File: src/common/cps_mem_cfg.svh
/* Widths and region codes of the ROM data path.
   Each region code selects a 1M-word slice of the flat SDRAM word space. */
`ifndef CPS_MEM_CFG_SVH
`define CPS_MEM_CFG_SVH

// Every ROM word is one 16-bit SDRAM word
`define CPS_DATA_W      16

// Client offset inside its own region
`define CPS_OFFSET_W    20

// Sound CPU sees a smaller ROM
`define CPS_SND_ADDR_W  16

// Region field sits above the offset
`define CPS_REGION_W    2

`define CPS_NUM_CLIENTS 3

// Region codes double as client indices in req/fill vectors
`define CPS_REGION_MAIN 0
`define CPS_REGION_SND  1
`define CPS_REGION_GFX  2

`endif

File: src/common/cps_mem_pkg.sv
/* Data and address types of the ROM data path.
   The SDRAM address is region above offset, 22 bits in total. */
`default_nettype none

`include "cps_mem_cfg.svh"

package cps_mem_pkg;

    localparam int SDRAM_ADDR_W = `CPS_REGION_W + `CPS_OFFSET_W;

    // One ROM data word
    typedef logic [`CPS_DATA_W-1:0] rom_data_t;

    // Offset inside a client region
    typedef logic [`CPS_OFFSET_W-1:0] rom_offset_t;

    // SDRAM word address
    // flat is what the SDRAM port sees,
    // split is how the arbiter places a client region
    typedef union packed {
        logic [SDRAM_ADDR_W-1:0] flat;
        struct packed {
            logic [`CPS_REGION_W-1:0] region;
            rom_offset_t              offset;
        } split;
    } sdram_addr_u;

endpackage

`default_nettype wire

File: src/mem/bank_arbiter.sv
/* Fixed-priority arbiter for one SDRAM read bank with gfx first, then main, then sound.
   One read in flight at a time. ba_rdy may come with ba_ack or any time after. */
`default_nettype none

`include "cps_mem_cfg.svh"

module bank_arbiter (
    input  logic                         VB,
    input  logic                         arst_n,
    input  logic [`CPS_NUM_CLIENTS-1:0]  req,
    input  cps_mem_pkg::rom_offset_t     main_req_addr,
    input  cps_mem_pkg::rom_offset_t     snd_req_addr,
    input  cps_mem_pkg::rom_offset_t     gfx_req_addr,
    output logic [`CPS_NUM_CLIENTS-1:0]  fill,
    output cps_mem_pkg::rom_data_t       fill_data,
    output cps_mem_pkg::sdram_addr_u     ba_addr,
    output logic                         ba_rd,
    input  logic                         ba_ack,
    input  logic                         ba_rdy,
    input  cps_mem_pkg::rom_data_t       data_read
);

    import cps_mem_pkg::*;

    localparam logic [1:0] ST_IDLE     = 2'd0;
    localparam logic [1:0] ST_WAIT_ACK = 2'd1;
    localparam logic [1:0] ST_WAIT_RDY = 2'd2;

    logic [1:0]                  state;
    logic [`CPS_NUM_CLIENTS-1:0] grant;
    logic [`CPS_NUM_CLIENTS-1:0] pick;
    sdram_addr_u                 pick_addr;
    logic                        start;
    logic                        done;

    // Priority pick and region placement
    always_comb begin
        pick      = '0;
        pick_addr = '0;
        if (req[`CPS_REGION_GFX]) begin
            pick[`CPS_REGION_GFX]  = 1'b1;
            pick_addr.split.region = `CPS_REGION_W'(`CPS_REGION_GFX);
            pick_addr.split.offset = gfx_req_addr;
        end else if (req[`CPS_REGION_MAIN]) begin
            pick[`CPS_REGION_MAIN] = 1'b1;
            pick_addr.split.region = `CPS_REGION_W'(`CPS_REGION_MAIN);
            pick_addr.split.offset = main_req_addr;
        end else if (req[`CPS_REGION_SND]) begin
            pick[`CPS_REGION_SND]  = 1'b1;
            pick_addr.split.region = `CPS_REGION_W'(`CPS_REGION_SND);
            pick_addr.split.offset = snd_req_addr;
        end
    end

    // The served slot still shows req during its fill cycle, so wait it out
    assign start = (state == ST_IDLE) && (|req) && !(|fill);

    // Read data is back, possibly in the same cycle as the ack
    assign done = ba_rdy && ((state == ST_WAIT_RDY) ||
                             ((state == ST_WAIT_ACK) && ba_ack));

    always_ff @(posedge VB or negedge arst_n) begin
        if (!arst_n) begin
            state <= ST_IDLE;
            grant <= '0;
            fill  <= '0;
        end else begin
            fill <= '0;
            case (state)
                ST_IDLE: begin
                    if (start) begin
                        state <= ST_WAIT_ACK;
                        grant <= pick;
                    end
                end
                ST_WAIT_ACK: begin
                    if (done) begin
                        state <= ST_IDLE;
                        fill  <= grant;
                    end else if (ba_ack) begin
                        state <= ST_WAIT_RDY;
                    end
                end
                ST_WAIT_RDY: begin
                    if (done) begin
                        state <= ST_IDLE;
                        fill  <= grant;
                    end
                end
                default: begin
                    state <= ST_IDLE;
                end
            endcase
        end
    end

    // Address held for the whole access, data held for the fill pulse
    always_ff @(posedge VB) begin
        if (start) begin
            ba_addr <= pick_addr;
        end
        if (done) begin
            fill_data <= data_read;
        end
    end

    assign ba_rd = (state == ST_WAIT_ACK);

endmodule

`default_nettype wire

File: src/mem/rom_client_slot.sv
/* One-entry read cache in front of the shared SDRAM port.
   cs and addr must hold until ok. A new address seen while a request is
   pending is fetched only after the current fill. */
`default_nettype none

module rom_client_slot (
    input  logic                     VB,
    input  logic                     arst_n,
    input  logic                     cs,
    input  cps_mem_pkg::rom_offset_t addr,
    output cps_mem_pkg::rom_data_t   data,
    output logic                     ok,
    output logic                     req,
    output cps_mem_pkg::rom_offset_t req_addr,
    input  logic                     fill,
    input  cps_mem_pkg::rom_data_t   fill_data
);

    import cps_mem_pkg::*;

    rom_offset_t cached_addr;
    rom_data_t   cached_data;
    logic        cached_valid;
    logic        hit;
    logic        miss;
    logic        fill_hit;
    logic        ok_q;

    // Presented address against the cache entry
    assign hit = cached_valid && (addr == cached_addr);

    // Only start a new fetch when nothing is in flight
    assign miss = cs && !hit && !req;

    // Incoming fill belongs to the address on the port right now
    assign fill_hit = fill && (addr == req_addr);

    always_ff @(posedge VB or negedge arst_n) begin
        if (!arst_n) begin
            req          <= 1'b0;
            cached_valid <= 1'b0;
            ok_q         <= 1'b0;
        end else begin
            ok_q <= cs && (hit || fill_hit);
            if (fill) begin
                req          <= 1'b0;
                cached_valid <= 1'b1;
            end else if (miss) begin
                req <= 1'b1;
            end
        end
    end

    // Address and data of the cache entry
    always_ff @(posedge VB) begin
        if (fill) begin
            cached_addr <= req_addr;
            cached_data <= fill_data;
        end
        if (miss) begin
            req_addr <= addr;
        end
    end

    assign data = cached_data;

    // Drops at once when cs falls or the address moves off the entry
    assign ok = ok_q && cs && hit;

endmodule

`default_nettype wire

File: src/cps_game_top.sv
/* ROM read path of the game board: three cs/ok clients on one SDRAM bank.
   Regions are main at 0, sound at 1M words, gfx at 2M words. */
`default_nettype none

`include "cps_mem_cfg.svh"

module cps_game_top (
    input  logic                        VB,
    input  logic                        arst_n,
    // Main CPU ROM
    input  logic                        main_cs,
    input  cps_mem_pkg::rom_offset_t    main_addr,
    output cps_mem_pkg::rom_data_t      main_data,
    output logic                        main_ok,
    // Sound CPU ROM
    input  logic                        snd_cs,
    input  logic [`CPS_SND_ADDR_W-1:0]  snd_addr,
    output cps_mem_pkg::rom_data_t      snd_data,
    output logic                        snd_ok,
    // Graphics ROM
    input  logic                        gfx_cs,
    input  cps_mem_pkg::rom_offset_t    gfx_addr,
    output cps_mem_pkg::rom_data_t      gfx_data,
    output logic                        gfx_ok,
    // SDRAM bank read port
    output cps_mem_pkg::sdram_addr_u    ba_addr,
    output logic                        ba_rd,
    input  logic                        ba_ack,
    input  logic                        ba_rdy,
    input  cps_mem_pkg::rom_data_t      data_read
);

    import cps_mem_pkg::*;

    logic [`CPS_NUM_CLIENTS-1:0] req;
    logic [`CPS_NUM_CLIENTS-1:0] fill;
    rom_data_t                   fill_data;
    rom_offset_t                 main_req_addr;
    rom_offset_t                 snd_req_addr;
    rom_offset_t                 gfx_req_addr;
    rom_offset_t                 snd_offset;

    // Sound ROM sits at the bottom of its region
    assign snd_offset = {{(`CPS_OFFSET_W-`CPS_SND_ADDR_W){1'b0}}, snd_addr};

    rom_client_slot u_main_slot (
        .VB        ( VB                      ),
        .arst_n    ( arst_n                  ),
        .cs        ( main_cs                 ),
        .addr      ( main_addr               ),
        .data      ( main_data               ),
        .ok        ( main_ok                 ),
        .req       ( req[`CPS_REGION_MAIN]   ),
        .req_addr  ( main_req_addr           ),
        .fill      ( fill[`CPS_REGION_MAIN]  ),
        .fill_data ( fill_data               )
    );

    rom_client_slot u_snd_slot (
        .VB        ( VB                      ),
        .arst_n    ( arst_n                  ),
        .cs        ( snd_cs                  ),
        .addr      ( snd_offset              ),
        .data      ( snd_data                ),
        .ok        ( snd_ok                  ),
        .req       ( req[`CPS_REGION_SND]    ),
        .req_addr  ( snd_req_addr            ),
        .fill      ( fill[`CPS_REGION_SND]   ),
        .fill_data ( fill_data               )
    );

    rom_client_slot u_gfx_slot (
        .VB        ( VB                      ),
        .arst_n    ( arst_n                  ),
        .cs        ( gfx_cs                  ),
        .addr      ( gfx_addr                ),
        .data      ( gfx_data                ),
        .ok        ( gfx_ok                  ),
        .req       ( req[`CPS_REGION_GFX]    ),
        .req_addr  ( gfx_req_addr            ),
        .fill      ( fill[`CPS_REGION_GFX]   ),
        .fill_data ( fill_data               )
    );

    bank_arbiter u_arbiter (
        .VB            ( VB            ),
        .arst_n        ( arst_n        ),
        .req           ( req           ),
        .main_req_addr ( main_req_addr ),
        .snd_req_addr  ( snd_req_addr  ),
        .gfx_req_addr  ( gfx_req_addr  ),
        .fill          ( fill          ),
        .fill_data     ( fill_data     ),
        .ba_addr       ( ba_addr       ),
        .ba_rd         ( ba_rd         ),
        .ba_ack        ( ba_ack        ),
        .ba_rdy        ( ba_rdy        ),
        .data_read     ( data_read     )
    );

endmodule

`default_nettype wire

File: config.mk
export PLATFORM = sky130hd
export DESIGN_NAME = cps_game_top
export DESIGN_NICKNAME = d
export VERILOG_FILES = /design/src/common/cps_mem_pkg.sv /design/src/mem/bank_arbiter.sv /design/src/mem/rom_client_slot.sv /design/src/cps_game_top.sv
export VERILOG_INCLUDE_DIRS = /design/src /design/src/common
export SDC_FILE = /design/constraint.sdc
export NUM_CORES = 1
export LEC_CHECK = 0
export ABC_AREA = 1
export BUFFER_PORTS_ARGS = -buffer_cell sky130_fd_sc_hd__clkbuf_2
export CAP_MARGIN = 10
export CORE_ASPECT_RATIO = 1.1
export CORE_MARGIN = 3
export CORE_UTILIZATION = 56
export CTS_CLUSTER_DIAMETER = 120
export DETAILED_ROUTE_END_ITERATION = 12
export PLACE_DENSITY_LB_ADDON = 0.1
export SYNTH_ARGS = -nofsm -noshare
export SYNTH_HDL_FRONTEND = slang
export SYNTH_SLANG_ARGS = --single-unit
File: constraint.sdc
create_clock -name VB -period 3.2 [get_ports VB]
set_input_delay 0.16 -clock VB [delete_from_list [all_inputs] [get_ports VB]]
set_output_delay 0.16 -clock VB [all_outputs]
set_load 0.005 [all_outputs]
# ---- Yosys cells after proc, flatten, opt, wreduce, memory -nomap -nowiden
# Cells that the tools add are included.
dict set report totals {
  reg_bits 215
  inputBits 79
  out_inout_bits 74
  wordCells 103
}
dict set report classes {
  eq_ne 11
  mux 21
  n_reduce_logical 46
}
# operator count
set op_table {}
lappend op_table {{equality test 20 bit} 4}
lappend op_table {{two-way mux 20 bit} 2}
lappend op_table {{equality test 16 bit} 2}
lappend op_table {{logical AND 1 bit} 25}
lappend op_table {{two-way mux 21 bit} 1}
lappend op_table {{two-way mux 1 bit} 10}
lappend op_table {{two-way mux 2 bit} 5}
lappend op_table {{zero test 1 bit} 7}
lappend op_table {{two-way mux 3 bit} 2}
lappend op_table {{case mux 2 bit (3 select lines)} 1}
lappend op_table {{nonzero test 2 bit} 3}
lappend op_table {{OR reduction 3 bit} 2}
lappend op_table {{logical OR 1 bit} 4}
lappend op_table {{!= test 2 x 1 -> 1 bit, second input constant} 2}
lappend op_table {{OR reduction 2 bit} 2}
lappend op_table {{!= test 3 x 1 -> 1 bit, second input constant} 1}
lappend op_table {{AND reduction 3 bit} 1}
lappend op_table {{equality test 2 x 1 -> 1 bit, second input constant} 1}
lappend op_table {{equality test 2 bit, second input constant} 1}
lappend op_table {{zero test 2 bit} 1}
lappend op_table {{AND reduction 2 bit} 1}

# ---- Depth between registers and ports, before layout
dict set report logic_depth {
  ltp_word 7
  ltp_mapped 9
  depth_no_buf 9
}

# ---- Cells and area by module
# From an unflattened synthesis, not the netlist that was laid out.
dict set report unflattened {
  hier_cells 860
  hier_area_um2 9401.5
}
# module n_inst cells_each area_each_um2 seq_area_each_um2
set by_module_without_submodules {}
lappend by_module_without_submodules {rom_client_slot 3 225 2473.6 1756.7}
lappend by_module_without_submodules {bank_arbiter 1 184 1976.9 1341.3}
lappend by_module_without_submodules {cps_game_top 1 1 3.8 0.0}

# ---- Least setup slack after synthesis
# OpenSTA, ideal clock, no wires.
dict set report synth_path {
  path_type {reg-to-reg}
  startpoint {register u_arbiter.fill[0]}
  endpoint {register u_arbiter.ba_addr[0] (netlist bit), enable pin}
  setup_ps 377
  t_arrival_ps 1847
  required_time_ps 2823
  setup_slack_ps 976
  stages_incl_launch_ff 4
  n_path_buf 0
  period_less_slack_ps 2224
  cell_sequence {dfrtp_1 -> nor4_2 -> nand2_2 -> inv_1}
}
dict set report synth_between {
  elab_chain_cells 3
}
# item line
set synth_rtl {}
lappend synth_rtl {{from (decl)} bank_arbiter.sv:14} ;# output logic [`CPS_NUM_CLIENTS-1:0] fill,
lappend synth_rtl {{from (signal assigned)} bank_arbiter.sv:79} ;# fill <= grant;
lappend synth_rtl {{from (signal assigned)} bank_arbiter.sv:87} ;# fill <= grant;
lappend synth_rtl {{OR reduction 3 bit} bank_arbiter.sv:56} ;# assign start = (state == ST_IDLE) && (|req) && !(|fill);
lappend synth_rtl {{zero test 1 bit} bank_arbiter.sv:56}
lappend synth_rtl {{logical AND 1 bit} bank_arbiter.sv:56}
lappend synth_rtl {{named net u_arbiter.start} bank_arbiter.sv:33} ;# logic start;
lappend synth_rtl {{to (signal assigned)} bank_arbiter.sv:100} ;# ba_addr <= pick_addr;
lappend synth_rtl {{to (decl)} bank_arbiter.sv:16} ;# output cps_mem_pkg::sdram_addr_u ba_addr,
# The timed path passes the listed nets, and every way through them passes these cells.
# A chain may end at the register's enable or synchronous reset.

# ---- Worst setup path in the final report
dict set report layout_path {
  startpoint {register u_arbiter.state[1]}
  endpoint {register u_arbiter.ba_addr[15] (netlist bit), enable pin}
}
dict set report layout_between {
  elab_chain_cells 3
}
# item line
set layout_rtl {}
lappend layout_rtl {{from (decl)} bank_arbiter.sv:29} ;# logic [1:0] state;
lappend layout_rtl {{from (signal assigned)} bank_arbiter.sv:64} ;# state <= ST_IDLE;
lappend layout_rtl {{from (signal assigned)} bank_arbiter.sv:72} ;# state <= ST_WAIT_ACK;
lappend layout_rtl {{from (signal assigned)} bank_arbiter.sv:78} ;# state <= ST_IDLE;
lappend layout_rtl {{zero test 2 bit} bank_arbiter.sv:56}
lappend layout_rtl {{logical AND 1 bit (2 in a row)} bank_arbiter.sv:56}
lappend layout_rtl {{named net u_arbiter.start} bank_arbiter.sv:33}
# The timed path passes the listed nets, and every way through them passes these cells.

==> metrics.md <==
| Metric | Value |
|---|---|
| Crit. End Element | flip-flop |
| Crit path DAT | 2.26 ns |
| Final TNS setup | 0 ns |
| Crit path launch type | flip-flop |
| Synth Area in XOR/XNOR | 2.95% |
| Tcrit/Tclk final | 66.7% |
| Unrepaired setup endpoints after global routing | no |
| Final Hold Viols | 0 |
| Slowest cell on crit path | inv_1 |
| Post-CTS Setup Bufs | 0 |
| Die Width | 126 um |
| Clock Sinks | 215 |
| Critical Path Fanout Max | 22 |
| Clock share of power | 36.6% |
| Num rows | 47 |
| CP Class | reg2reg |
| DR vias | 6516 |
| P&R area growth vs syn | 29.1% |
| Post-synth top area share | 66.9% |
| Endpoints failing setup | 0 |
| R2R depth | 6 |
| Gr usage total | 25.4% |
| CTS Buf Count | 23 |
| Synth unique cells | 29 |
| Post-DRT Antenna Nets | 0 |
| Tightest Pin Transition | 0.888 ns |
| Min-Delay Path Depth | 5 |
| Most common cell after layout, fill and taps aside | nand2_1 |
| Starting Density | 58.2% |
| PwrDens | 652 nW/um2 |
| RePlAce Congestion | 0.882 |
| Comb pwr share | 14.0% |
| Mux cell area share after synthesis | 0% |
| CTS resizes | 0 |
| R2r startpoint | u_arbiter.state[1]$_DFFE_PN0P_ |
| Vias in the first global route | 6465 |
| Most frequent cells in the layout | nand2_1, edfxtp_1, clkbuf_2 |
| Clk slew on worst S/H paths | 0.06 ns |
| H-tree depth | 1 |
| Largest net degree at the start of global routing | 40 |
| Number of DRC markers in iteration 0 | 591 |
| DR WL/cell | 18.1 um |
| Via-to-Cell Ratio | 5.26 |
| Sequential Power Share | 49.5% |
| Synth Cell Area | 8890 um2 |
| Fin. max-slew vios | 0 |
| Vert. Die Dim | 138 um |
| Worst slew margin | 40.7% |
| DP HPWL | 14900 um |
| Fin nets | 1108 |
| Crit path cell chain | inv_1 > ha_1 > inv_1 > nor4_2 > nand2_2 > inv_1 |
| Peak VDD IR | 0.568 mV |
| Worst Hold Class | in2reg |
| Synth warn | 0 |
| Seq cells post-synth | 215 |
| Fin crit period | 2.14 ns |
| CTS tree | yes |
| R2R Setup Slk | 1.06 ns |
| Top cells by area, synth | edfxtp_1, nand2_1, inv_1 |
| Compound-gate portion of the synthesized area | 3.56% |
| F_max | 468 MHz |
| P_int | 5.59 mW |
| Hold_buf cts | 76 |
| Full die area | 17400 um2 |
| Clock buffer depth | 3 |
| Worst endpoint required time | 3.33 ns |
| Worst hold margin | 0.0580 ns |
| Syn Area/Cell | 11.6 um2 |
| Skew final | 0.0108 ns |
| Layout cells sized above 1 | 20.7% |
| Simple-gate share of the synthesized area | 15.6% |
| IO Count | 153 |
| Initial antenna violation count | 0 |
| Primary FF master, synth | edfxtp_1 |
| Run status | finished clean |
| CP Capture Point | u_arbiter.ba_addr[15]$_DFFE_PP_ |
| Leading area contributor after synthesis | edfxtp_1 |
| Leak pwr | 4.97 nW |
| Fraction of registers with async set/reset | 7.91% |
| Sequential fraction of the synthesis area | 71.6% |
| Mapped Cells | 770 |
| Mapped Nets | 852 |
| Worst flop-to-flop path endpoint | u_arbiter.ba_addr[15]$_DFFE_PP_ |
| CP Launch Point | u_arbiter.state[1]$_DFFE_PN0P_ |
| Grt total ovfl | 0 |
| First-pass GRT wire length | 34800 um |
| Clk Latency, worst-skew pair | 0.51 ns |
| I/O Buffers | 152 |
| Root Buffer | clkbuf_16 |
| Cell mode on critical path | inv_1 |
| Core area | 15300 um2 |
| Adder-cell share of the synthesized area | 0.422% |
| Drc violations | 0 |
| Slowest stage delay, CP | 0.68 ns |
| Net Switching | 1.89 mW |
| Main combinational cell family by area after synthesis | simple AND/OR/NAND/NOR gates |
| Post-Route WL | 22400 um |
| First-pass detailed-route iteration total | 5 |
| Post-synth EDFFs | 198 |
| Diodes inserted | 0 |
| Net Sw Frac | 25.2% |
| Max-cap violations | 0 |
==> power groups by stage <==
stage	Sequential [mW]	Combinational (mW)	Clock (mW)
after floorplan	3.72	0.490	0
after global placement	3.74	0.937	0
after detailed placement	3.75	0.960	0
after CTS	3.70	1.04	2.76
after global routing	3.73	1.16	2.88
final	3.70	1.05	2.73
==> layer usage <==
layer  part of all wire, %  track usage (%)  up-vias  wire, um
li1                      -                -     3064         -
met1                    40             34.2     3079      8970
met2                    49             43.0      322     11000
met3                   7.8             4.17       51      1740
met4                   2.7             7.74        0       612
met5                     0                0        -         0
==> Yosys cell counts (2+ instances only) <==
master	instances
nand2_1	207
edfxtp_1	198
inv_1	129
nor2_1	66
nand3_1	33
xnor2_1	24
dfrtp_1	17
o22ai_1	16
o21ai_0	14
nand4_1	10
or2_2	10
o211ai_1	9
xor2_1	6
a21oi_1	5
o221ai_1	5
ha_1	3
nand2_2	3
buf_2	2
clkbuf_1	2
o21ai_1	2
==> worst max-delay path: cells and delay by family, from the launching register on <==
family	cells	cell delay [ns]
and+or+nand+nor	2	0.33
DFF	1	0.40
adders and majority gates	1	0.18
buffers and inverters	3	0.85
==> flip-flops by register name, summed over array words and instances (netlist names) <==
name and cells:
u_arbiter.ba_addr 22, u_gfx_slot.cached_addr 20, u_gfx_slot.req_addr 20, u_main_slot.cached_addr 20
u_main_slot.req_addr 20, u_arbiter.fill_data 16, u_gfx_slot.data 16, u_main_slot.data 16
u_snd_slot.cached_addr 16, u_snd_slot.data 16, u_snd_slot.req_addr 16, u_arbiter.fill 3
u_arbiter.grant 3, u_arbiter.state 2, u_gfx_slot.cached_valid 1, u_gfx_slot.ok_q 1
u_gfx_slot.req 1, u_main_slot.cached_valid 1, u_main_slot.ok_q 1, u_main_slot.req 1
u_snd_slot.cached_valid 1, u_snd_slot.ok_q 1, u_snd_slot.req 1
==> per-stage QoR <==
| step | power (mW) | utilization, % | area, um2 | instances | worst slack [ns] |
|---|---|---|---|---|---|
| 2_1_floorplan | 4.21 | - | 8890 | 770 | 0.976 |
| 6_report | 7.48 | 75.1 | 11500 | 1238 | 1.06 |
| 3_3_place_gp | 4.68 | 65.0 | 9940 | 1121 | 1.16 |
| 4_1_cts | 7.49 | 75.1 | 11500 | 1238 | 1.05 |
| 5_1_grt | 7.77 | 75.1 | 11500 | 1238 | 0.920 |
| 3_5_place_dp | 4.71 | 65.0 | 9940 | 1121 | 1.06 |
==> cell families after synthesis <==
logic type,after synthesis
compound gates,51
buf+inv,136
flops,215
simple gates,335
xor+xnor,30
fa+ha+maj,3
==> final cells by class <==
class                   count  area, um2
repair buffers            237       1590
well taps                 196        245
flip-flops and latches    215       6370
multi-input cells         419       2010
fillers                  1063       3810
clock buffers              31        656
clock inverters            10        124
inverters                 130        488
==> worst min path at each step <==
stage               startpoint                          end  slack [ns]
detailed placement      arst_n    u_snd_slot.ok_q$_DFF_PN0_        0.18
CTS                     ba_rdy  u_arbiter.fill[0]$_DFF_PN0_        0.04
finish                  ba_rdy  u_arbiter.fill[0]$_DFF_PN0_        0.06
floorplan               arst_n  u_arbiter.fill[0]$_DFF_PN0_       -0.14
global route            ba_rdy  u_arbiter.fill[2]$_DFF_PN0_        0.08
global placement        arst_n    u_snd_slot.ok_q$_DFF_PN0_        0.17
Power figures use the tool's default switching activity.
